File: src/bip_settings.svh
`ifndef BIP_SETTINGS_SVH
`define BIP_SETTINGS_SVH

////////////////////////////////////////////////////////////
// Datapath and memory sizing
////////////////////////////////////////////////////////////

// Accumulator and memory word width
`define BIP_DATA_W      16

// Instruction fields, opcode on top
`define BIP_OPCODE_W    5
`define BIP_OPERAND_W   11

// Word count, one entry per operand address
`define BIP_MEM_DEPTH   2048

`endif
File: src/bip_bus_pkg.sv
`default_nettype none

`include "bip_settings.svh"

package bip_bus_pkg;

    ////////////////////////////////////////////////////////////
    // Wishbone classic, no error or retry
    ////////////////////////////////////////////////////////////

    // Master to slave
    typedef struct packed {
        logic                       cyc;    // Bus cycle in progress
        logic                       stb;    // Transfer valid
        logic                       we;     // Write when high
        logic [`BIP_OPERAND_W-1:0]  adr;    // Word address
        logic [`BIP_DATA_W-1:0]     dat;    // Write data
    } wb_req_t;

    // Slave to master
    typedef struct packed {
        logic                       ack;    // One cycle per transfer
        logic [`BIP_DATA_W-1:0]     dat;    // Read data, valid with ack
    } wb_rsp_t;

endpackage

`default_nettype wire

File: src/bip_bus_arbiter.sv
`default_nettype none

module bip_bus_arbiter
(
    input  wire logic                   i_clk,
    input  wire logic                   i_rst,
    input  wire bip_bus_pkg::wb_req_t   i_core_req,
    input  wire bip_bus_pkg::wb_req_t   i_host_req,
    output bip_bus_pkg::wb_rsp_t        o_core_rsp,
    output bip_bus_pkg::wb_rsp_t        o_host_rsp,
    output bip_bus_pkg::wb_req_t        o_mem_req,
    input  wire bip_bus_pkg::wb_rsp_t   i_mem_rsp
);

    logic busy_q;                                       // A grant is held
    logic grant_host_q;                                 // 1 host, 0 core
    logic last_host_q;                                  // Last master served
    logic host_pick;
    logic granted_cyc;

    // Host wins alone, or when both ask and core went last
    assign host_pick   = i_host_req.cyc & (~i_core_req.cyc | ~last_host_q);
    assign granted_cyc = grant_host_q ? i_host_req.cyc : i_core_req.cyc;

    ////////////////////////////////////////////////////////////
    // Grant register
    ////////////////////////////////////////////////////////////

    always_ff @(posedge i_clk)
    begin
        if (i_rst)
        begin
            busy_q       <= 1'b0;
            grant_host_q <= 1'b0;
            last_host_q  <= 1'b1;                       // Core first on a tie
        end
        else if (!busy_q)
        begin
            if (i_core_req.cyc | i_host_req.cyc)
            begin
                busy_q       <= 1'b1;
                grant_host_q <= host_pick;
                last_host_q  <= host_pick;
            end
        end
        else if (!granted_cyc)
        begin
            busy_q <= 1'b0;                             // Bus cycle over
        end
    end

    // Routing, combinational from the grant
    always_comb
    begin
        o_mem_req  = '0;
        o_core_rsp = '0;                                // Ack low unless granted
        o_host_rsp = '0;
        if (busy_q)
        begin
            if (grant_host_q)
            begin
                o_mem_req  = i_host_req;
                o_host_rsp = i_mem_rsp;
            end
            else
            begin
                o_mem_req  = i_core_req;
                o_core_rsp = i_mem_rsp;
            end
        end
    end

endmodule

`default_nettype wire

File: config.mk
export PLATFORM = sky130hd
export DESIGN_NAME = bip_bus_arbiter
export DESIGN_NICKNAME = d
export VERILOG_FILES = /design/src/bip_bus_pkg.sv /design/src/bip_bus_arbiter.sv
export VERILOG_INCLUDE_DIRS = /design/src
export SDC_FILE = /design/constraint.sdc
export NUM_CORES = 1
export LEC_CHECK = 0
export BUFFER_PORTS_ARGS = -buffer_cell sky130_fd_sc_hd__buf_2
export CAP_MARGIN = 10
export CORE_ASPECT_RATIO = 0.75
export CORE_UTILIZATION = 28
export DETAILED_ROUTE_END_ITERATION = 8
export PLACE_DENSITY_LB_ADDON = 0.12
export SYNTH_ARGS = -nofsm -noshare
export SYNTH_HDL_FRONTEND = slang
export SYNTH_SLANG_ARGS = --single-unit
File: constraint.sdc
create_clock -name i_clk -period 1.5 [get_ports i_clk]
set_input_delay 0.3 -clock i_clk [delete_from_list [all_inputs] [get_ports i_clk]]
set_output_delay 0.3 -clock i_clk [all_outputs]
set_load 0.03 [all_outputs]
==> impl_metrics.env <==
export IMPL_outcome="finished with violations"
export IMPL_failed_checks="negative setup slack"
export IMPL_setup_worst_path_class="flop to output port"
export IMPL_setup_violations=43
export IMPL_post_layout_nonfiller_instances=303
export IMPL_clkTransAtPathRegs_ps=40
export IMPL_peakVddDrop_mv=0.498
export IMPL_synth_warnings=0
export IMPL_place_congestion=0.675
export IMPL_cts_inserted_buffers=3
export IMPL_drc_errors=0
export IMPL_grt_pass1_wl_mm=4.90
export IMPL_grt_overflow_total=0
export IMPL_fp_dieH_um=49.5
export IMPL_crit_fanout=10
export IMPL_dp_cells=291
export IMPL_grt_pass1_vias=1182
export IMPL_dieArea_mm2=0.00323
export IMPL_p_total_mw=1.17
export IMPL_grt_max_degree=25
export IMPL_place_hpwl_mm=2.52
export IMPL_vias=1453
export IMPL_max_cap_violations=0
export IMPL_syn_area_um2=841
export IMPL_syn_avg_cell_area_um2=7.07
export IMPL_hold_violations=0
export IMPL_cts_tree="yes"
export IMPL_worstPathArrival_ps=1320
export IMPL_htree_levels=1
export IMPL_drive_above_1_share_pct=70.0
export IMPL_period_share_pct=108
export IMPL_antenna_cells=0
export IMPL_place_area_mm2=0.00160
export IMPL_power_leakage_nw=1.17
export IMPL_rsz0062_at_grt="true"
export IMPL_clkLatencyLatePin_ps=220
export IMPL_ys_types=19
export IMPL_clockBufferDepth=2
export IMPL_area_growth_syn_to_layout_pct=158
export IMPL_die_w_um=65.3
export IMPL_final_util_pct=79.7
export IMPL_min_period_ps=1620
export IMPL_clock_sinks=3
export IMPL_powerDensity_mw_per_mm2=541
export IMPL_fin_hold_ws_ps=284
export IMPL_slew_violations=0
export IMPL_drt_antenna_violating_nets=0
export IMPL_core_area_mm2=0.00272
export IMPL_crit_required_ps=1200
export IMPL_fin_skew_ps=8.11
export IMPL_fin_nets=347
export IMPL_finalWorstSetupSlack_ps=-120
export IMPL_cts_root_buf="clkbuf_8"
export IMPL_grt_antenna_before_repair=0
export IMPL_start_util_pct=30.9
export IMPL_initialDrtViolationCount=51
export IMPL_vias_per_cell=4.80
export IMPL_portBuffers=142
export IMPL_worst_pin_slew_ps=239
export IMPL_dpl_worst_slack_ps=122
export IMPL_hold_class="primary input to flop"
export IMPL_tns_ps=-1890
export IMPL_fin_area_mm2=0.00217
export IMPL_synth_seq_cells=3
export IMPL_seq_area_frac_synth_pct=7.14
export IMPL_timing_slew_headroom_pct=83.6
export IMPL_nFillCells=183
export IMPL_rows=16
export IMPL_endpoint_kind="output port"
export IMPL_finalWirelength_mm=4.24
export IMPL_syn_inst=119
export IMPL_synth_nets=198
export IMPL_cp_start_kind="flop"
export IMPL_wl_per_cell_um=14.0
export IMPL_pin_count=143
export IMPL_max_freq_ghz=0.617
export IMPL_drt_pre_antenna_iters=4
export IMPL_grt_use_total_pct=19.2
-- report_power, final --
part / internal (mW) / switching, mW
registers: 0.0868 / 0.00754
clock network: 0.182 / 0.0577
logic: 0.409 / 0.430
total: 0.678 / 0.495
-- worst max-delay path, stage by stage (launching register included) --
cell and delay (ps):
dfxtp_4 370, buf_12 130, buf_16 140, mux2i_2 220, nor2_1 70, buf_4 170
-- placed cells by master, fill, tap and decap left out --
cell type / netlist / routed
nor2_1: 32 / 21
clkbuf_16: 0 / 3
dfxtp_1: 3 / 2
clkbuf_8: 0 / 3
buf_6: 0 / 27
nor2_4: 1 / 1
a211o_1: 1 / 1
mux2i_2: 0 / 4
and2_4: 0 / 5
buf_4: 2 / 39
buf_2: 2 / 80
nand2_1: 1 / 1
and3_1: 17 / 17
mux2i_1: 30 / 22
clkbuf_1: 4 / 1
buf_16: 0 / 1
nand2b_1: 1 / 1
nor2_2: 0 / 11
a32oi_1: 1 / 1
dfxtp_4: 0 / 1
a211oi_2: 1 / 1
inv_2: 0 / 1
and2_1: 17 / 12
nor3b_1: 1 / 1
mux2i_4: 0 / 4
buf_12: 1 / 5
buf_8: 1 / 1
-- timing repair --
action,4_1_cts,5_1_grt
gates resized for setup,42,111
hold buffers,0,0
cloned,1,3
endpoints found under the setup margin,62,63
setup buffers,1,3
pin swaps,1,4
-- logic make-up (layout without fill, tap and decap cells) --
family / after synthesis / after routing / synth area share, %
AND/OR/NAND/NOR: 70 / 70 / 43.0
multiplexers: 30 / 30 / 35.7
buffers and inverters: 13 / 161 / 10.6
AO/OA/AOI/OAI: 3 / 3 / 3.57
flip-flops: 3 / 3 / 7.14
-- area by class of cell --
class                           count  area (µm²)  area share (%)
Sequential cell                     3        63.8            2.94
Inverter                            1        3.75           0.173
Timing Repair Buffer              156        1210            56.0
Tap cell                           36        45.0            2.08
Clock buffer                        4        45.0            2.08
Multi-Input combinational cell    103         797            36.7
-- per-layer routing --
metal,GRT usage [%],wire [µm],up-vias,share of wire (%)
li1,-,-,702,-
met1,18.5,1470,673,35
met2,38.7,2370,70,56
met3,6.25,319,8,7.5
met4,3.99,75,0,1.8
met5,0,0,-,0
-- synthesized netlist by cell type --
cell type  instances  area (µm²)
clkbuf_2           2        10.0
nor2_4             1        11.3
clkbuf_1           4        15.0
buf_2              2        10.0
a211oi_2           1        12.5
nor3b_1            1        7.51
a32oi_1            1        8.76
nand2_1            1        3.75
mux2i_1           30         300
and3_1            17         106
inv_1              1        3.75
buf_12             1        20.0
buf_8              1        15.0
a211o_1            1        8.76
buf_4              2        15.0
nor2_1            32         120
and2_1            17         106
dfxtp_1            3        60.1
nand2b_1           1        6.26
-- sequential cells by signal, summed over array words and instances, names as in the netlist --
signal        flops
busy_q            1
grant_host_q      1
last_host_q       1
-- worst paths after layout --
check | slack (ps) | end | from | cells past startpoint
worst min register to register | 500 | last_host_q$_SDFFE_PP1P_ | last_host_q$_SDFFE_PP1P_ | 1
worst min-delay path | 280 | busy_q$_SDFF_PP0_ | i_rst | 2
worst max-delay path | -120 | o_mem_req[9] | grant_host_q$_SDFFE_PP0P_ | 5
worst max register to register | 380 | busy_q$_SDFF_PP0_ | grant_host_q$_SDFFE_PP0P_ | 4
Power figures use the tool's default switching activity.
