File: src/bip_settings.svh
`ifndef BIP_SETTINGS_SVH
`define BIP_SETTINGS_SVH

////////////////////////////////////////////////////////////
// Datapath and memory sizing
////////////////////////////////////////////////////////////

// Accumulator and memory word width
`define BIP_DATA_W      16

// Instruction fields, opcode on top
`define BIP_OPCODE_W    5
`define BIP_OPERAND_W   11

// Word count, one entry per operand address
`define BIP_MEM_DEPTH   2048

`endif
File: src/bip_bus_pkg.sv
`default_nettype none

`include "bip_settings.svh"

package bip_bus_pkg;

    ////////////////////////////////////////////////////////////
    // Wishbone classic, no error or retry
    ////////////////////////////////////////////////////////////

    // Master to slave
    typedef struct packed {
        logic                       cyc;    // Bus cycle in progress
        logic                       stb;    // Transfer valid
        logic                       we;     // Write when high
        logic [`BIP_OPERAND_W-1:0]  adr;    // Word address
        logic [`BIP_DATA_W-1:0]     dat;    // Write data
    } wb_req_t;

    // Slave to master
    typedef struct packed {
        logic                       ack;    // One cycle per transfer
        logic [`BIP_DATA_W-1:0]     dat;    // Read data, valid with ack
    } wb_rsp_t;

endpackage

`default_nettype wire

File: src/bip_isa_pkg.sv
`default_nettype none

`include "bip_settings.svh"

package bip_isa_pkg;

    ////////////////////////////////////////////////////////////
    // Opcodes and control selects
    ////////////////////////////////////////////////////////////

    typedef enum logic [`BIP_OPCODE_W-1:0] {
        OP_HLT  = 0,                        // Stop, clear busy
        OP_STO  = 1,                        // mem[op] = acc
        OP_LD   = 2,                        // acc = mem[op]
        OP_LDI  = 3,                        // acc = sext(op)
        OP_ADD  = 4,                        // acc += mem[op]
        OP_ADDI = 5,                        // acc += sext(op)
        OP_SUB  = 6,                        // acc -= mem[op]
        OP_SUBI = 7                         // acc -= sext(op)
    } opcode_e;

    typedef enum logic [1:0] {
        SEL_A_MEM = 2'd0,                   // Loaded word
        SEL_A_IMM = 2'd1,                   // Extended operand
        SEL_A_ALU = 2'd2                    // Adder result
    } sel_a_e;

    typedef enum logic {
        SEL_B_MEM = 1'b0,
        SEL_B_IMM = 1'b1
    } sel_b_e;

    typedef enum logic [1:0] {
        ALU_PASS = 2'd0,
        ALU_ADD  = 2'd1,
        ALU_SUB  = 2'd2
    } alu_op_e;

    typedef struct packed {
        logic    wr_pc;                     // Advance PC in writeback
        sel_a_e  sel_a;
        sel_b_e  sel_b;
        logic    wr_acc;
        alu_op_e alu_op;
        logic    wr_ram;                    // Data cycle is a write
        logic    rd_ram;                    // Data cycle is a read
        logic    halt;
    } ctrl_t;

    typedef struct packed {
        opcode_e                    opcode;
        logic [`BIP_OPERAND_W-1:0]  operand; // Address or immediate
    } instr_t;

    // Same word seen as code or as data
    typedef union packed {
        instr_t                         instr;
        logic signed [`BIP_DATA_W-1:0]  data;
    } mem_word_u;

endpackage

`default_nettype wire

File: src/bip_core.sv
`default_nettype none

`include "bip_settings.svh"

module bip_core
(
    input  wire logic                   i_clk,
    input  wire logic                   i_rst,
    input  wire logic                   i_start,    // One-cycle pulse
    output logic                        o_busy,
    output logic [`BIP_DATA_W-1:0]      o_acc,
    output bip_bus_pkg::wb_req_t        o_req,
    input  wire bip_bus_pkg::wb_rsp_t   i_rsp
);

    typedef enum logic [2:0] {
        S_IDLE,                                         // Waiting for start
        S_FETCH,                                        // Read word at PC
        S_EXEC,                                         // Decode settles
        S_DATA,                                         // Operand load or store
        S_WB                                            // Update acc and PC
    } state_e;

    state_e                         state_q;
    logic [`BIP_OPERAND_W-1:0]      pc_q;
    logic [`BIP_DATA_W-1:0]         acc_q;
    bip_isa_pkg::mem_word_u         ir_q;               // Fetched word
    bip_isa_pkg::mem_word_u         mdr_q;              // Data cycle word
    bip_isa_pkg::ctrl_t             ctrl;
    logic                           need_data;
    logic [`BIP_DATA_W-1:0]         imm_sext;
    logic [`BIP_DATA_W-1:0]         alu_b;
    logic [`BIP_DATA_W-1:0]         alu_res;
    logic [`BIP_DATA_W-1:0]         acc_next;

    instruction_decoder u_decoder
    (
        .i_opcode   (ir_q.instr.opcode),
        .o_ctrl     (ctrl)
    );

    ////////////////////////////////////////////////////////////
    // Datapath
    ////////////////////////////////////////////////////////////

    assign need_data = ctrl.rd_ram | ctrl.wr_ram;      // Memory-operand opcodes only
    assign imm_sext  = {{(`BIP_DATA_W-`BIP_OPERAND_W){ir_q.instr.operand[`BIP_OPERAND_W-1]}},
                        ir_q.instr.operand};            // 11 to 16 bits, signed
    assign alu_b     = (ctrl.sel_b == bip_isa_pkg::SEL_B_IMM) ? imm_sext : mdr_q.data;

    always_comb
    begin
        case (ctrl.alu_op)
            bip_isa_pkg::ALU_ADD: alu_res = acc_q + alu_b;     // Wraps mod 2^16
            bip_isa_pkg::ALU_SUB: alu_res = acc_q - alu_b;
            default:              alu_res = alu_b;             // Pass
        endcase
    end

    always_comb
    begin
        case (ctrl.sel_a)
            bip_isa_pkg::SEL_A_IMM: acc_next = imm_sext;
            bip_isa_pkg::SEL_A_ALU: acc_next = alu_res;
            default:                acc_next = mdr_q.data;     // Load
        endcase
    end

    ////////////////////////////////////////////////////////////
    // Bus master, request straight from state
    ////////////////////////////////////////////////////////////

    always_comb
    begin
        o_req = '0;
        case (state_q)
            S_FETCH:
            begin
                o_req.cyc = 1'b1;
                o_req.stb = 1'b1;
                o_req.adr = pc_q;                       // Instruction read
            end
            S_DATA:
            begin
                o_req.cyc = 1'b1;
                o_req.stb = 1'b1;
                o_req.we  = ctrl.wr_ram;                // STO writes, others read
                o_req.adr = ir_q.instr.operand;
                o_req.dat = acc_q;
            end
            default:
            begin
                o_req = '0;
            end
        endcase
    end

    ////////////////////////////////////////////////////////////
    // Sequencer
    ////////////////////////////////////////////////////////////

    always_ff @(posedge i_clk)
    begin
        if (i_rst)
        begin
            state_q <= S_IDLE;
            pc_q    <= '0;
            acc_q   <= '0;
        end
        else
        begin
            case (state_q)
                S_IDLE:
                begin
                    if (i_start)
                    begin
                        pc_q    <= '0;                  // Program always starts at 0
                        state_q <= S_FETCH;
                    end
                end
                S_FETCH:
                begin
                    if (i_rsp.ack)
                        state_q <= S_EXEC;
                end
                S_EXEC:
                begin
                    if (ctrl.halt)
                        state_q <= S_IDLE;              // Busy drops, PC held
                    else if (need_data)
                        state_q <= S_DATA;
                    else
                        state_q <= S_WB;
                end
                S_DATA:
                begin
                    if (i_rsp.ack)
                        state_q <= S_WB;
                end
                S_WB:
                begin
                    if (ctrl.wr_acc)
                        acc_q <= acc_next;
                    if (ctrl.wr_pc)
                        pc_q <= pc_q + 1'b1;            // 11-bit wrap
                    state_q <= S_FETCH;
                end
                default:
                begin
                    state_q <= S_IDLE;
                end
            endcase
        end
    end

    // Instruction and operand words, captured on ack
    always_ff @(posedge i_clk)
    begin
        if (state_q == S_FETCH && i_rsp.ack)
            ir_q <= bip_isa_pkg::mem_word_u'(i_rsp.dat);
        if (state_q == S_DATA && i_rsp.ack)
            mdr_q <= bip_isa_pkg::mem_word_u'(i_rsp.dat);
    end

    assign o_busy = (state_q != S_IDLE);
    assign o_acc  = acc_q;

endmodule

`default_nettype wire

File: src/instruction_decoder.sv
`default_nettype none

module instruction_decoder
(
    input  wire bip_isa_pkg::opcode_e   i_opcode,
    output bip_isa_pkg::ctrl_t          o_ctrl
);

    ////////////////////////////////////////////////////////////
    // Opcode to control word
    ////////////////////////////////////////////////////////////

    always_comb
    begin
        o_ctrl = '0;                                            // All enables off, selects at 0
        case (i_opcode)
            bip_isa_pkg::OP_HLT:
            begin
                o_ctrl.halt = 1'b1;                             // PC frozen, nothing written
            end
            bip_isa_pkg::OP_STO:
            begin
                o_ctrl.wr_pc  = 1'b1;
                o_ctrl.wr_ram = 1'b1;                           // Acc goes out on the bus
            end
            bip_isa_pkg::OP_LD:
            begin
                o_ctrl.wr_pc  = 1'b1;
                o_ctrl.sel_a  = bip_isa_pkg::SEL_A_MEM;         // Acc from memory
                o_ctrl.wr_acc = 1'b1;
                o_ctrl.rd_ram = 1'b1;
            end
            bip_isa_pkg::OP_LDI:
            begin
                o_ctrl.wr_pc  = 1'b1;
                o_ctrl.sel_a  = bip_isa_pkg::SEL_A_IMM;         // Acc from operand
                o_ctrl.wr_acc = 1'b1;
            end
            bip_isa_pkg::OP_ADD, bip_isa_pkg::OP_SUB:
            begin
                o_ctrl.wr_pc  = 1'b1;
                o_ctrl.sel_a  = bip_isa_pkg::SEL_A_ALU;
                o_ctrl.sel_b  = bip_isa_pkg::SEL_B_MEM;         // Second operand read first
                o_ctrl.wr_acc = 1'b1;
                o_ctrl.alu_op = (i_opcode == bip_isa_pkg::OP_SUB) ? bip_isa_pkg::ALU_SUB
                                                                   : bip_isa_pkg::ALU_ADD;
                o_ctrl.rd_ram = 1'b1;
            end
            bip_isa_pkg::OP_ADDI, bip_isa_pkg::OP_SUBI:
            begin
                o_ctrl.wr_pc  = 1'b1;
                o_ctrl.sel_a  = bip_isa_pkg::SEL_A_ALU;
                o_ctrl.sel_b  = bip_isa_pkg::SEL_B_IMM;         // No data cycle
                o_ctrl.wr_acc = 1'b1;
                o_ctrl.alu_op = (i_opcode == bip_isa_pkg::OP_SUBI) ? bip_isa_pkg::ALU_SUB
                                                                    : bip_isa_pkg::ALU_ADD;
            end
            default:
            begin
                o_ctrl.wr_pc = 1'b1;                            // Unused code, plain NOP
            end
        endcase
    end

endmodule

`default_nettype wire

File: config.mk
export PLATFORM = sky130hd
export DESIGN_NAME = bip_core
export DESIGN_NICKNAME = d
export VERILOG_FILES = /design/src/bip_bus_pkg.sv /design/src/bip_isa_pkg.sv /design/src/bip_core.sv /design/src/instruction_decoder.sv
export VERILOG_INCLUDE_DIRS = /design/src
export SDC_FILE = /design/constraint.sdc
export NUM_CORES = 1
export LEC_CHECK = 0
export BUFFER_PORTS_ARGS = -buffer_cell sky130_fd_sc_hd__buf_2
export CAP_MARGIN = 20
export CORE_MARGIN = 2
export CORE_UTILIZATION = 58
export DETAILED_ROUTE_END_ITERATION = 10
export GPL_ROUTABILITY_DRIVEN = 0
export PLACE_DENSITY = 0.81
export SLEW_MARGIN = 5
export SYNTH_ARGS = -nofsm -noshare
export SYNTH_HDL_FRONTEND = slang
export SYNTH_HIERARCHICAL = 1
export SYNTH_SLANG_ARGS = --single-unit
File: constraint.sdc
create_clock -name i_clk -period 4.8 [get_ports i_clk]
set_input_delay 0.48 -clock i_clk [delete_from_list [all_inputs] [get_ports i_clk]]
set_output_delay 0.48 -clock i_clk [all_outputs]
set_load 0.02 [all_outputs]
==> impl_metrics.env <==
export IMPL_synth_main_ff_cell="edfxtp_1"
export IMPL_slowest_delay_ps=510
export IMPL_synthDistinctLibCells=73
export IMPL_drt_iter0_drc=564
export IMPL_r2r_slack_ps=580
export IMPL_hold_class="input pin to flop"
export IMPL_cts_sinks=62
export IMPL_synth_fa_ha_area_frac=0.05978
export IMPL_n_antenna_cell=0
export IMPL_reg2reg_depth=15
export IMPL_r2r_start="ir_q[14]"
export IMPL_synthMuxAreaShare=0.06504
export IMPL_area_growth_synth_to_final_pct=13.20
export IMPL_synth_xor_xnor_area_share=0.05425
export IMPL_drive_gt1_frac=0.1931
export IMPL_max_cap_violations=0
export IMPL_via_per_inst=6.155
export IMPL_power_frac_clock=0.420
export IMPL_fin_nets=616
export IMPL_path_clk_slew_ps=80
export IMPL_cp_startpoint="ir_q[14]"
export IMPL_antenna_found_initial=0
export IMPL_synth_seq_cells=62
export IMPL_crit_chain="nor2_1 > and3_2 > buf_4 > mux2i_4 > nand2_1 > nor4_2 > a21oi_1 > xor2_1 > o22ai_1 > ha_1 > nand2_1 > o41ai_1 > mux2i_1 > o221ai_1 > a21oi_1"
export IMPL_cpMaxStageDelayCell="nor4_2"
export IMPL_cts_setup_buffers=0
export IMPL_overflow=0
export IMPL_intPower_mw=0.9325
export IMPL_outcome="finished clean"
export IMPL_synth_seq_area_share=0.3454
export IMPL_multi_input_area_sq_mm=0.002758
export IMPL_dr_total_vias=4198
export IMPL_ant_nets=0
export IMPL_clk_latency_ps=350
export IMPL_async_flop_share=0
export IMPL_min_period_over_period=0.8794
export IMPL_slew_viol_final=0
export IMPL_p_leak_nw=2.063
export IMPL_fin_util=0.6692
export IMPL_skew_ps=11.34
export IMPL_fp_dieW_um=92.29
export IMPL_htreeDepth=3
export IMPL_hold_buffers=0
export IMPL_power_switching_mw=0.3390
export IMPL_avgRoutedWirePerCell_um=17.13
export IMPL_worstPathMaxFanout=24
export IMPL_required_ps=5080
export IMPL_ir_worst_vdd_v=0.0001866
export IMPL_setup_viol=0
export IMPL_swShare=0.2666
export IMPL_num_rows=32
export IMPL_crit_type="flop to flop"
export IMPL_synth_compound_area_frac=0.1985
export IMPL_seqPwrFrac=0.461
export IMPL_worstSetupEndpointType="flop"
export IMPL_yosys_area_share_simple=0.2311
export IMPL_syn_area_per_cell_sq_um=8.677
export IMPL_drt_pass1_iterations=6
export IMPL_hold_viol_final=0
export IMPL_cp_arrival_ps=4500
export IMPL_cts_resized=0
export IMPL_grt_use_total=0.2835
export IMPL_regArea_sq_mm=0.001562
export IMPL_cts_root_buf="clkbuf_8"
export IMPL_rsz0062_at_grt="false"
export IMPL_start_util=0.5911
export IMPL_cts_tree="yes"
export IMPL_grt_first_pass_wirelength_mm=19.15
export IMPL_synth_edf_count=32
export IMPL_final_area_sq_mm=0.005117
export IMPL_syn_inst=521
export IMPL_max_slew_worst_pin_slew_ps=849.2
export IMPL_max_slew_margin=0.4339
export IMPL_fmax_mhz=236.9
export IMPL_powerDensity_mw_per_mm2=248.5
export IMPL_die_h_um=92.29
export IMPL_cts_max_path_buffers=2
export IMPL_pwr_share_comb=0.119
export IMPL_n_fill_cell=618
export IMPL_wl_mm=11.68
export IMPL_cts_buffers=9
export IMPL_placed_cell_area_sq_mm=0.004886
export IMPL_setup_tns_final_ps=0
export IMPL_critPathLaunchType="flop"
export IMPL_drc=0
export IMPL_die_area_sq_mm=0.008517
export IMPL_core_sq_mm=0.007647
export IMPL_grt_max_degree=40
export IMPL_dp_hpwl_mm=8.437
export IMPL_netlist_area_sq_mm=0.004521
export IMPL_synth_top_family_by_area="simple AND/OR/NAND/NOR gates"
export IMPL_cp_endpoint="o_acc[14]"
export IMPL_rr_endpoint="o_acc[14]"
export IMPL_yosysWarnings=6
export IMPL_portBuffers=66
export IMPL_timing_final_crit_period_ps=4221
export IMPL_syn_nets=562
export IMPL_io_pins=67
export IMPL_grt_pass1_vias=3878
-- final cells by class --
type                       instances  area share
clock buffer                      10     0.02689
clock inverter                     6     0.01834
inverter                          19     0.01394
multi-input combinational        412      0.5389
sequential                        62      0.3051
tap                              102     0.02494
timing repair buffer              71     0.07188
-- layout by cell type, fill, tap and decap left out, drive strengths merged, types with 15 or more instances in the layout --
cell,synthesis,routed
edfxtp,32,32
mux2i,27,27
dfxtp,30,30
ha,20,20
xor2,18,18
nor2,60,60
a21oi,44,44
nor3,15,15
nand2,35,35
o21ai,40,40
and3,24,24
inv,19,20
buf,12,71
-- cells in the mapped netlist, types with 4 or more instances --
master / count / area (sq um)
or3_1: 8 / 50.05
xnor2_1: 10 / 87.58
nor3_2: 4 / 40.04
edfxtp_1: 32 / 960.9
nand2_1: 35 / 131.4
nand4_1: 7 / 43.79
clkbuf_1: 16 / 60.06
buf_2: 4 / 20.02
mux2i_1: 26 / 260.3
nor3_1: 10 / 50.05
dfxtp_1: 30 / 600.6
nand3_1: 10 / 50.05
o21a_1: 5 / 37.54
ha_1: 20 / 250.2
a21oi_1: 44 / 220.2
xor2_1: 18 / 157.7
o21ai_0: 38 / 190.2
a211oi_1: 4 / 30.03
nand2b_1: 10 / 62.56
nor2_1: 59 / 221.5
o211ai_1: 4 / 30.03
o21bai_1: 4 / 30.03
inv_1: 19 / 71.32
nor2b_1: 5 / 31.28
and3_1: 24 / 150.1
-- through the flow --
stage | worst slack [ps] | hold slack [ps] | instances | total power [mW]
after floorplan | 998.9 | 466.1 | 521 | 0.7022
after global placement | 878.9 | 468.9 | 665 | 0.7410
after detailed placement | 677.3 | 480.5 | 666 | 0.7455
after CTS | 647.4 | 306.4 | 682 | 1.276
after global routing | 266.1 | 306.9 | 682 | 1.316
final | 579.0 | 320.2 | 682 | 1.272
-- worst min path at each step --
stage,from,end,slack [ps],cells after the start
2_1_floorplan,pc_q[5],pc_q[5],470,2
4_1_cts,i_rsp[0],ir_q[0],310,1
6_report,i_rsp[9],mdr_q[9],320,1
3_5_place_dp,o_acc[9],o_acc[9],480,2
3_3_place_gp,o_acc[3],o_acc[3],470,2
5_1_grt,i_rsp[10],ir_q[10],310,1
-- cell families after synthesis --
family          Yosys count
xor+xnor                 28
compound gates          140
simple gates            195
mux                      28
fa+ha+maj                21
buf+inv                  47
flops                    62
-- power groups by stage --
| stage | Clock [mW] | Combinational [mW] | Sequential [mW] |
|---|---|---|---|
| 6_report | 0.534 | 0.152 | 0.586 |
| 5_1_grt | 0.562 | 0.166 | 0.588 |
| 4_1_cts | 0.541 | 0.150 | 0.586 |
| 3_5_place_dp | 0 | 0.148 | 0.598 |
| 3_3_place_gp | 0 | 0.144 | 0.597 |
| 2_1_floorplan | 0 | 0.112 | 0.591 |
-- sequential cells by signal, summed over array words and instances (netlist names) --
signal,cells
ir_q,16
mdr_q,16
o_acc,16
pc_q,11
state_q,3
-- worst max-delay path: cells and delay by family (launching register included) --
family,cells,cell delay [ps]
muxes,2,590
DFF,1,460
adders and majority gates,1,390
and+or+nand+nor,5,1210
xor gates and xnor gates,1,170
buffers and inverters,1,330
AOI/OAI and AO/OA,5,990
-- layer usage --
metal  GRT usage  up-vias  part of all wire
met1      0.3899     1946              0.44
met4     0.07711        0             0.012
met2      0.4602      209              0.47
met3     0.05259       15             0.075
li1            -     2028                 -
met5           0        -                 0
Note: power is estimated with default switching activity, not from simulation.
